--- src/hw/commit_cfg_pkg.sv ---
// commit window sizing constants and the index and vector types built from them
`default_nettype none

package commit_cfg_pkg;

	// slots in the ring
	localparam int NUM_ENTRIES = 8;
	// bits needed to name one slot
	localparam int TAG_BITS = 3;
	// most slots handed to the register file per cycle
	localparam int RETIRE_WIDTH = 2;
	// multiplier issue to completion, in cycles
	localparam int MUL_LATENCY = 2;
	// architectural destination register number
	localparam int RD_BITS = 5;

	typedef logic [TAG_BITS-1:0] tag_t;

	// one extra bit so a full window (NUM_ENTRIES) fits
	typedef logic [TAG_BITS:0] count_t;

	// one bit per slot
	typedef logic [NUM_ENTRIES-1:0] slot_vec_t;

endpackage

`default_nettype wire
--- src/hw/commit_op_pkg.sv ---
// unit kinds, slot lifecycle states and the record carried from dispatch into a slot
`default_nettype none

package commit_op_pkg;

	import commit_cfg_pkg::*;

	// execution unit the instruction is sent to
	typedef enum logic [1:0] {
		UNIT_ALU  = 2'd0,
		UNIT_MUL  = 2'd1,
		UNIT_LOAD = 2'd2
	} unit_kind_e;

	// slot lifecycle
	// idle -> wait (operands) -> busy (executing) -> done (until retired)
	typedef enum logic [1:0] {
		ST_IDLE = 2'd0,
		ST_WAIT = 2'd1,
		ST_BUSY = 2'd2,
		ST_DONE = 2'd3
	} slot_state_e;

	// 15 bits: unit, rd, and two optional producer tags
	typedef struct packed {
		unit_kind_e unit;
		logic [RD_BITS-1:0] rd;
		logic src1_valid;
		tag_t src1_tag;
		logic src2_valid;
		tag_t src2_tag;
	} dispatch_t;

endpackage

`default_nettype wire

--- src/hw/slot_bus_if.sv ---
// per-slot status and control vectors shared by the ring, the slots, the selector and retire
`default_nettype none
`timescale 1ns/1ps

interface slot_bus_if
	import commit_cfg_pkg::*;
();

	// one-hot at the tail on a dispatch fire
	slot_vec_t alloc;
	// slot holds a finished result
	slot_vec_t done;
	// slot holds an instruction (anything but idle)
	slot_vec_t occupied;
	// waiting with both operands available
	slot_vec_t eligible;
	// one-hot on an issue fire
	slot_vec_t grant;
	// slots leaving the window this cycle
	slot_vec_t ended;
	count_t retire_n;

	modport ring (output alloc, input ended, input retire_n);

	// each slot drives its own bit of done, occupied and eligible and reads the rest
	modport slot (input alloc, input grant, input ended, output done, output occupied,
		output eligible);

	// used by both the issue selector and the retire scan
	modport select (input eligible, input done, output grant, output ended, output retire_n);

endinterface

`default_nettype wire

--- src/hw/commit_window.sv ---
// in-order commit window top: ring control, slot array, issue selector and retire scan
`default_nettype none
`timescale 1ns/1ps

module commit_window
	import commit_cfg_pkg::*;
	import commit_op_pkg::*;
(
	input wire logic clk,
	input wire logic reset,
	// dispatch
	input wire logic disp_valid,
	output logic disp_ready,
	output tag_t disp_tag,
	input wire unit_kind_e disp_unit,
	input wire logic [RD_BITS-1:0] disp_rd,
	input wire logic disp_src1_valid,
	input wire tag_t disp_src1_tag,
	input wire logic disp_src2_valid,
	input wire tag_t disp_src2_tag,
	// issue
	output logic issue_valid,
	input wire logic issue_ready,
	output tag_t issue_tag,
	output unit_kind_e issue_unit,
	output logic [RD_BITS-1:0] issue_rd,
	// load completion pulse
	input wire logic ld_done_valid,
	input wire tag_t ld_done_tag,
	// retirement
	output logic retire_valid,
	input wire logic retire_ready,
	output count_t retire_count,
	output tag_t retire_head_tag,
	output logic [RD_BITS-1:0] retire_rd0,
	output logic [RD_BITS-1:0] retire_rd1
);

	slot_bus_if bus ();

	tag_t head;
	tag_t tail;
	count_t free_count;
	logic disp_fire;
	dispatch_t disp_rec;
	unit_kind_e units [NUM_ENTRIES];
	logic [RD_BITS-1:0] rds [NUM_ENTRIES];

	assign disp_ready = (free_count != '0);
	assign disp_fire = disp_valid && disp_ready;
	assign disp_tag = tail;

	assign disp_rec = '{
		unit: disp_unit,
		rd: disp_rd,
		src1_valid: disp_src1_valid,
		src1_tag: disp_src1_tag,
		src2_valid: disp_src2_valid,
		src2_tag: disp_src2_tag
	};

	ring_ctrl u_ring (
		.clk(clk),
		.reset(reset),
		.disp_fire(disp_fire),
		.bus(bus.ring),
		.tail(tail),
		.head(head),
		.free_count(free_count)
	);

	for (genvar i = 0; i < NUM_ENTRIES; i++) begin : g_slot
		commit_slot #(
			.SLOT_ID(i)
		) u_slot (
			.clk(clk),
			.reset(reset),
			.disp(disp_rec),
			.bus(bus.slot),
			.ld_done_valid(ld_done_valid),
			.ld_done_tag(ld_done_tag),
			.unit(units[i]),
			.rd(rds[i])
		);
	end

	issue_select u_issue (
		.bus(bus.select),
		.head(head),
		.units(units),
		.rds(rds),
		.issue_ready(issue_ready),
		.issue_valid(issue_valid),
		.issue_tag(issue_tag),
		.issue_unit(issue_unit),
		.issue_rd(issue_rd)
	);

	retire_scan u_retire (
		.bus(bus.select),
		.head(head),
		.rds(rds),
		.retire_ready(retire_ready),
		.retire_valid(retire_valid),
		.retire_count(retire_count),
		.retire_head_tag(retire_head_tag),
		.retire_rd0(retire_rd0),
		.retire_rd1(retire_rd1)
	);

endmodule

`default_nettype wire

--- src/hw/retire_scan.sv ---
// retire logic: counts the run of done slots from the head and ends them on acceptance
`default_nettype none
`timescale 1ns/1ps

module retire_scan
	import commit_cfg_pkg::*;
(
	slot_bus_if.select bus,
	input wire tag_t head,
	input wire logic [RD_BITS-1:0] rds [NUM_ENTRIES],
	input wire logic retire_ready,
	output logic retire_valid,
	output count_t retire_count,
	output tag_t retire_head_tag,
	output logic [RD_BITS-1:0] retire_rd0,
	output logic [RD_BITS-1:0] retire_rd1
);

	count_t run;
	slot_vec_t mark;
	logic fire;

	// stop at the first slot that is not done, in program order
	always_comb begin
		tag_t idx;
		logic stop;
		run = '0;
		mark = '0;
		stop = 1'b0;
		for (int i = 0; i < RETIRE_WIDTH; i++) begin
			idx = head + tag_t'(i);
			if (!stop && bus.done[idx]) begin
				run = run + 1'b1;
				mark[idx] = 1'b1;
			end else begin
				stop = 1'b1;
			end
		end
	end

	assign retire_valid = (run != '0);
	assign fire = retire_valid && retire_ready;

	assign retire_count = run;
	assign retire_head_tag = head;
	assign retire_rd0 = rds[head];
	assign retire_rd1 = rds[head + 1'b1];

	assign bus.ended = fire ? mark : '0;
	assign bus.retire_n = fire ? run : '0;

endmodule

`default_nettype wire

--- src/hw/issue_select.sv ---
// issue port: picks the eligible slot closest to the head and grants it on acceptance
`default_nettype none
`timescale 1ns/1ps

module issue_select
	import commit_cfg_pkg::*;
	import commit_op_pkg::*;
(
	slot_bus_if.select bus,
	input wire tag_t head,
	input wire unit_kind_e units [NUM_ENTRIES],
	input wire logic [RD_BITS-1:0] rds [NUM_ENTRIES],
	input wire logic issue_ready,
	output logic issue_valid,
	output tag_t issue_tag,
	output unit_kind_e issue_unit,
	output logic [RD_BITS-1:0] issue_rd
);

	logic found;
	tag_t pick;

	// walk the ring from the head, first hit is the oldest
	always_comb begin
		tag_t idx;
		found = 1'b0;
		pick = head;
		for (int i = 0; i < NUM_ENTRIES; i++) begin
			idx = head + tag_t'(i);
			if (!found && bus.eligible[idx]) begin
				found = 1'b1;
				pick = idx;
			end
		end
	end

	assign issue_valid = found;
	assign issue_tag = pick;
	assign issue_unit = units[pick];
	assign issue_rd = rds[pick];

	assign bus.grant = (found && issue_ready) ? (slot_vec_t'(1) << pick) : '0;

	always_comb begin
		a_grant_onehot: assert final ($onehot0(bus.grant));
	end

endmodule

`default_nettype wire

--- src/hw/commit_slot.sv ---
// one commit window slot: captures a dispatch, waits on operands, tracks execution, retires
`default_nettype none
`timescale 1ns/1ps

module commit_slot
	import commit_cfg_pkg::*;
	import commit_op_pkg::*;
#(
	parameter int SLOT_ID = 0
) (
	input wire logic clk,
	input wire logic reset,
	input wire dispatch_t disp,
	slot_bus_if.slot bus,
	input wire logic ld_done_valid,
	input wire tag_t ld_done_tag,
	output unit_kind_e unit,
	output logic [RD_BITS-1:0] rd
);

	slot_state_e state;
	dispatch_t rec;
	logic src1_res;
	logic src2_res;
	count_t lat_cnt;

	logic alloc_hit;
	logic grant_hit;
	logic ended_hit;
	logic ld_hit;
	logic src1_ok;
	logic src2_ok;
	logic disp_src1_ok;
	logic disp_src2_ok;

	assign alloc_hit = bus.alloc[SLOT_ID];
	assign grant_hit = bus.grant[SLOT_ID];
	assign ended_hit = bus.ended[SLOT_ID];
	assign ld_hit = ld_done_valid && (ld_done_tag == tag_t'(SLOT_ID));

	// at dispatch a source needs no wait when absent, already done, or its producer has left
	assign disp_src1_ok = !disp.src1_valid || bus.done[disp.src1_tag]
		|| !bus.occupied[disp.src1_tag];
	assign disp_src2_ok = !disp.src2_valid || bus.done[disp.src2_tag]
		|| !bus.occupied[disp.src2_tag];

	// producers stay done until retire, so the level is enough here
	assign src1_ok = src1_res || bus.done[rec.src1_tag];
	assign src2_ok = src2_res || bus.done[rec.src2_tag];

	assign bus.eligible[SLOT_ID] = (state == ST_WAIT) && src1_ok && src2_ok;
	assign bus.done[SLOT_ID] = (state == ST_DONE);
	assign bus.occupied[SLOT_ID] = (state != ST_IDLE);

	always_ff @(posedge clk) begin
		if (reset) begin
			state <= ST_IDLE;
			src1_res <= 1'b0;
			src2_res <= 1'b0;
			lat_cnt <= '0;
		end else begin
			case (state)
				ST_IDLE: begin
					if (alloc_hit) begin
						state <= ST_WAIT;
						src1_res <= disp_src1_ok;
						src2_res <= disp_src2_ok;
					end
				end
				ST_WAIT: begin
					src1_res <= src1_ok;
					src2_res <= src2_ok;
					if (grant_hit) begin
						state <= ST_BUSY;
						lat_cnt <= count_t'(MUL_LATENCY - 1);
					end
				end
				ST_BUSY: begin
					case (rec.unit)
						UNIT_ALU: state <= ST_DONE;
						UNIT_MUL: begin
							if (lat_cnt == '0) begin
								state <= ST_DONE;
							end else begin
								lat_cnt <= lat_cnt - 1'b1;
							end
						end
						UNIT_LOAD: begin
							// load latency is whatever the memory side says
							if (ld_hit) begin
								state <= ST_DONE;
							end
						end
						default: state <= ST_DONE;
					endcase
				end
				ST_DONE: begin
					if (ended_hit) begin
						state <= ST_IDLE;
					end
				end
				default: state <= ST_IDLE;
			endcase
		end
	end

	always_ff @(posedge clk) begin
		if (alloc_hit) begin
			rec <= disp;
		end
	end

	assign unit = rec.unit;
	assign rd = rec.rd;

	a_grant_needs_eligible: assert property (@(posedge clk) disable iff (reset)
		grant_hit |-> bus.eligible[SLOT_ID]);

	// load completion from outside must name a load that is in flight
	a_ld_done_target: assert property (@(posedge clk) disable iff (reset)
		ld_hit |-> (state == ST_BUSY) && (rec.unit == UNIT_LOAD));

endmodule

`default_nettype wire

--- src/hw/ring_ctrl.sv ---
// ring bookkeeping for the commit window: head, tail and number of free slots
`default_nettype none
`timescale 1ns/1ps

module ring_ctrl
	import commit_cfg_pkg::*;
(
	input wire logic clk,
	input wire logic reset,
	input wire logic disp_fire,
	slot_bus_if.ring bus,
	output tag_t tail,
	output tag_t head,
	output count_t free_count
);

	tag_t head_q;
	tag_t tail_q;
	count_t free_q;

	always_ff @(posedge clk) begin
		if (reset) begin
			head_q <= '0;
			tail_q <= '0;
			free_q <= count_t'(NUM_ENTRIES);
		end else begin
			// tag_t wraps on its own since NUM_ENTRIES is a power of two
			if (disp_fire) begin
				tail_q <= tail_q + 1'b1;
			end
			head_q <= head_q + tag_t'(bus.retire_n);
			free_q <= free_q + bus.retire_n - count_t'(disp_fire);
		end
	end

	// new slot is always the one at the tail
	assign bus.alloc = disp_fire ? (slot_vec_t'(1) << tail_q) : '0;

	assign head = head_q;
	assign tail = tail_q;
	assign free_count = free_q;

	a_free_bound: assert property (@(posedge clk) disable iff (reset)
		free_q <= count_t'(NUM_ENTRIES));

	a_no_disp_when_full: assert property (@(posedge clk) disable iff (reset)
		disp_fire |-> (free_q != '0));

endmodule

`default_nettype wire

--- config.mk ---
export PLATFORM = sky130hd
export DESIGN_NAME = commit_window
export DESIGN_NICKNAME = d
export VERILOG_FILES = /design/src/hw/commit_cfg_pkg.sv /design/src/hw/commit_op_pkg.sv /design/src/hw/slot_bus_if.sv /design/src/hw/commit_window.sv /design/src/hw/retire_scan.sv /design/src/hw/issue_select.sv /design/src/hw/commit_slot.sv /design/src/hw/ring_ctrl.sv
export SDC_FILE = /design/constraint.sdc
export NUM_CORES = 1
export LEC_CHECK = 0
export BUFFER_PORTS_ARGS = -buffer_cell sky130_fd_sc_hd__buf_2
export CORE_ASPECT_RATIO = 1.2
export CORE_UTILIZATION = 42
export DETAILED_ROUTE_END_ITERATION = 7
export PLACE_DENSITY = 0.63
export SLEW_MARGIN = 30
export SYNTH_ARGS = -nofsm -noshare
export SYNTH_HDL_FRONTEND = slang
export SYNTH_SLANG_ARGS = --single-unit
--- constraint.sdc ---
create_clock -name clk -period 11.4 [get_ports clk]
set_clock_uncertainty 0.2 [all_clocks]
set_input_delay 2.28 -clock clk [delete_from_list [all_inputs] [get_ports clk]]
set_output_delay 2.28 -clock clk [all_outputs]
set_load 0.02 [all_outputs]
-- Yosys cells after proc, flatten, opt, wreduce, memory -nomap -nowiden
Index checks and enable logic that the tools add are counted.
- register bits: 178
- bits in latches: 0
- RAM bits: 0
- memory bits (read-only): 0
- output and inout bits: 33
- logic and storage cells: 581
- memories kept: 0
- add/sub/neg operators: 20
- multiply operators: 0
- div/mod/pow operators: 0
- magnitude comparators: 31
- equal/unequal tests: 103
- shift operators: 2
- muxes and demuxes: 219
- bitwise logic cells: 4
- reductions and logical operators: 135
- operators with widths (operator ; count):
    3-bit by 4-bit less-than comparator with 1-bit output, second input constant ; 26
    4-bit two-way mux ; 26
    1-bit binary-select mux with 3-bit select ; 30
    2-bit two-way mux ; 42
    2-bit != test, second input constant ; 40
    2-bit case mux with 4 select lines ; 8
    4-bit case mux with 2 select lines ; 8
    1-bit two-way mux ; 57
    2-bit equality test, second input constant ; 24
    3-bit by 2-bit != test with 1-bit output, second input constant ; 16
    2-bit nonzero test ; 24
    5-bit binary-select mux with 3-bit select ; 3
    8-bit two-way mux ; 5
    5-bit AND reduction ; 8
    1-bit logical AND ; 37
    2-bit by 1-bit equality test with 1-bit output, second input constant ; 16
    4-bit zero test ; 8
    1-bit case mux with 2 select lines ; 16
    2-bit case mux with 2 select lines ; 8
    4-bit AND reduction ; 8
    4-bit by 1-bit subtractor with 4-bit output, second input constant ; 8
    5-bit two-way mux ; 6
    3-bit two-way mux ; 7
    1-bit logical OR ; 20
    22 further kinds ; 63

-- Depth between registers and ports, before layout
- depth in word-level cells: 34
- mapped depth: 18

-- Worst setup path after synthesis
Ideal clock, no wire load.
- kind: flip-flop to output port
- start: register u_ring.head_q[0], in the netlist u_ring.head[0]
- end: output port issue_rd[0]
- data arrival time: 4.648 ns
- data required time: 8.920 ns
- setup slack: 4.272 ns
- stages on the path, launching flop included: 17
- cell sequence: dfxtp_1 inv_1 buf_1 buf_1 buf_1 ha_1 clkinv_1 mux4_2 nor4_1 nand3_2 a21oi_1 nand2b_1 buf_2 buf_4 mux4_2 nand2_1 nand2_1
- longest elaborated chain between the ends: 28
- elaborated cells on any way between the ends: 55
- RTL lines (what ; line ; source):
    start: declaration ; ring_ctrl.sv:17 ; tag_t head_q;
    start signal: assignment ; ring_ctrl.sv:31 ; head_q <= head_q + tag_t'(bus.retire_n);
    parallel branches: the longest is 23 deep, another holds 3-bit by 1-bit adder with 3-bit output ; - ;
    3-bit two-way mux (*) ; issue_select.sv:30 ; if (!found && bus.eligible[idx]) begin
    3-bit NOT with 4-bit output (not written as such) (*) ; issue_select.sv:40 ; assign issue_rd = rds[pick];
    5-bit binary-select mux with 3-bit select (*) ; issue_select.sv:40 ;
    5-bit two-way mux (not written as such) (*) (2 in a row) ; issue_select.sv:40 ;
    end: declaration ; commit_window.sv:26 ; output logic [RD_BITS-1:0] issue_rd,
Mark *: on every way between the ends. The select of a mux whose other input is x is not followed.

-- Worst setup path after layout
- start: register u_ring.head_q[0], in the netlist u_ring.head[0]
- end: output port issue_unit[0]
- longest elaborated chain between the ends: 28
- elaborated cells on any way between the ends: 55
- RTL lines (what ; line ; source):
    parallel branches: the longest is 23 deep, another holds 3-bit by 1-bit adder with 3-bit output ; - ;
    3-bit two-way mux (*) ; issue_select.sv:30 ;
    3-bit NOT with 4-bit output (not written as such) (*) ; issue_select.sv:39 ; assign issue_unit = units[pick];
    2-bit binary-select mux with 3-bit select (*) ; issue_select.sv:39 ;
    2-bit two-way mux (not written as such) (*) (2 in a row) ; issue_select.sv:39 ;
    end: declaration ; commit_window.sv:25 ; output unit_kind_e issue_unit,
Marked as above.

==> flow_summary.ini <==
[placement]
io_buffers = 54
gp_congestion = 0.901
dpl.hpwl_um = 23100

[layout]
multi_input_comb_area_um2 = 6490
insertedDiodeCount = 0
register_area_um2 = 4610
synthToLayoutAreaGrowth_pct = 8.65
post-route-util_pct = 46.3
layout.nets = 1265
layout-drive-gt1-share_pct = 14.9
fillers = 2682

[floorplan]
initial_core_util_pct = 42.7
die_w_um = 155
die_area_um2 = 28900
rows = 67
core_region_area_um2 = 27800
fp.dieH_um = 186
pin_count = 57

[yosys]
synthTopCellsByArea = edfxtp_1 26%, dfxtp_1 12%, mux4_2 10%
yosysWarnings = 0
synth-seq-area-share_pct = 38.8
synth_area_um2 = 11900
syn_avg_cell_area_um2 = 10.1
synth_cells = 1171
ys_seq_elements = 178
synth_most_common_cell = nand2_1
synth_common_cells = 123 x nand2_1, 104 x edfxtp_1, 99 x inv_1
synth_edf_count = 104
yosysTopAreaCell = edfxtp_1
synth_top_cell_area_share_pct = 26.3
ys.flop_type = edfxtp_1
async_flop_share_pct = 0
synth.distinct_cells = 72

[cts]
cts-root-buf = clkbuf_16
cts_tree = built
post_cts_resized = 0
clock-sinks = 178
worstSkewPairLatency_ps = 450
hold_buffers = 0
cts_buffer_depth = 2
htreeDepth = 4
cts_made_buffers = 17
postCtsSetupBuffers = 0
path_clk_slew_ps = 70

[pwr]
powerDensity_nw_per_um2 = 154
finalPower_mw = 1.99
irDropWorstVdd_v = 0.0000951
power_leakage_nw = 4.66

[setup_path]
regToRegStartpoint = u_ring.head[0]
critPathArrivalTime_ps = 6120
end_kind = output port
reg2regPathDepth = 13
startpoint = u_ring.head[0]
r2r_end = g_slot[0].u_slot.lat_cnt[3]
worstPathMaxFanout = 50
start_kind = flop
crit_end = issue_unit[0]
required_ps = 8920
critPathKind = flop to output port
reg2reg_slack_ps = 5460

[sta]
period_share_pct = 75.4
hold_violations = 0
worstMarginPinSlew_ps = 1010
rsz0062_at_grt = false
relSlewSlack_pct = 32.9
min_period_ps = 8600
max_freq_mhz = 116
setup_viol = 0
final_max_slew_viol_count = 0
setup_tns_ps = 0

[run]
drv_cap = 0

[global_routing]
grt-ovfl-total = 0
antenna_found_initial = 0
grt_pass1_wl_um = 51900
grt_max_degree = 72
grt_pass1_vias = 9182
grt_usage_pct = 23.9

[hold_path]
hold_class = flop to flop

[outcome]
violations = design-rule violations
status = finished, violations left

[route]
wl_per_cell_um = 21.1
wirelength_um = 33200
drtIter0Drc = 727
dr.pass1.iters = 7
ant_nets = 0
viasPerCell = 6.02
vias = 9458
post-route-drc-count = 2
## how the worst min path moves through the flow
stage,startpoint,depth (start not counted),end
after floorplan,g_slot[3].u_slot.src2_res,2,g_slot[3].u_slot.src2_res
after global placement,g_slot[3].u_slot.src2_res,2,g_slot[3].u_slot.src2_res
after detailed placement,g_slot[3].u_slot.src2_res,2,g_slot[3].u_slot.src2_res
after CTS,g_slot[3].u_slot.src2_res,2,g_slot[3].u_slot.src2_res
after global routing,g_slot[3].u_slot.src2_res,2,g_slot[3].u_slot.src2_res
final,g_slot[3].u_slot.src2_res,2,g_slot[3].u_slot.src2_res
## sequential cells by signal, indices dropped and copies added, names as in the netlist, 4 cells and up
register                cells
u_ring.free_count           4
g_slot.u_slot.lat_cnt      32
g_slot.u_slot.unit         16
g_slot.u_slot.src1_res      8
g_slot.u_slot.rd           40
g_slot.u_slot.state        16
g_slot.u_slot.src2_res      8
g_slot.u_slot.rec          48
## report_power, final
group / leakage [nW] / internal [mW] / total (mW) / switching (mW)
Combinational: 2.84 / 0.230 / 0.617 / 0.387
Sequential: 1.54 / 0.750 / 0.796 / 0.0464
Clock: 0.276 / 0.289 / 0.574 / 0.285
Total: 4.66 / 1.27 / 1.99 / 0.719
## metal layers
metal / up-vias / routed length [um] / track usage [%]
li1: 4413 / - / -
met5: - / 0 / 0
met1: 4659 / 13500 / 28.0
met2: 320 / 16500 / 42.4
met4: 0 / 1190 / 10.5
met3: 66 / 2050 / 4.77
## metrics by stage
step	area, um2	instances	hold slack [ps]	setup WS, ps
5_1_grt	12900	1572	287	2340
6_report	12900	1572	253	2800
2_1_floorplan	11900	1172	232	4270
3_5_place_dp	12300	1540	246	3260
4_1_cts	12900	1572	256	2760
3_3_place_gp	12300	1540	242	3090
## placed cells by master, fill, tap and decap left out, types with 32 or more instances in the layout
cell      Yosys  final
o21ai_0      56     56
inv_1        99     99
mux4_2       55     55
buf_2        19     54
edfxtp_1    104    104
a21oi_1      64     64
nand2_1     123    123
nor2_1       52     52
nor3_1       32     32
ha_1         59     59
dfxtp_1      74     73
mux2i_1      80     80
## layout make-up
class,count,area share [%]
multi-input combinational,812,50.3
sequential,178,35.7
tap,379,3.68
clock buffer,17,3.30
inverter,103,3.02
timing repair buffer,68,2.91
clock inverter,15,1.05
## cell families (layout without fill, tap and decap cells)
family | Yosys count | in the layout | share of synthesized area (%)
xor+xnor | 7 | 7 | 0.516
mux | 136 | 136 | 17.4
fa+ha+maj | 61 | 61 | 6.56
other cells | 1 | 2 | 0.0316
flops | 178 | 178 | 38.8
compound gates | 296 | 296 | 17.5
simple gates | 310 | 310 | 12.6
buf+inv | 182 | 203 | 6.64
## worst max-delay path: stages, from the launching register on
cell,delay (ps)
dfxtp_2,310
buf_4,490
inv_1,130
ha_1,840
clkinv_1,710
mux4_2,710
nor4_1,500
nand3_2,190
a21oi_1,260
nand2b_2,560
mux4_2,590
nand2_1,80
nand2_1,90
buf_2,170
Power figures use the tool's default switching activity.
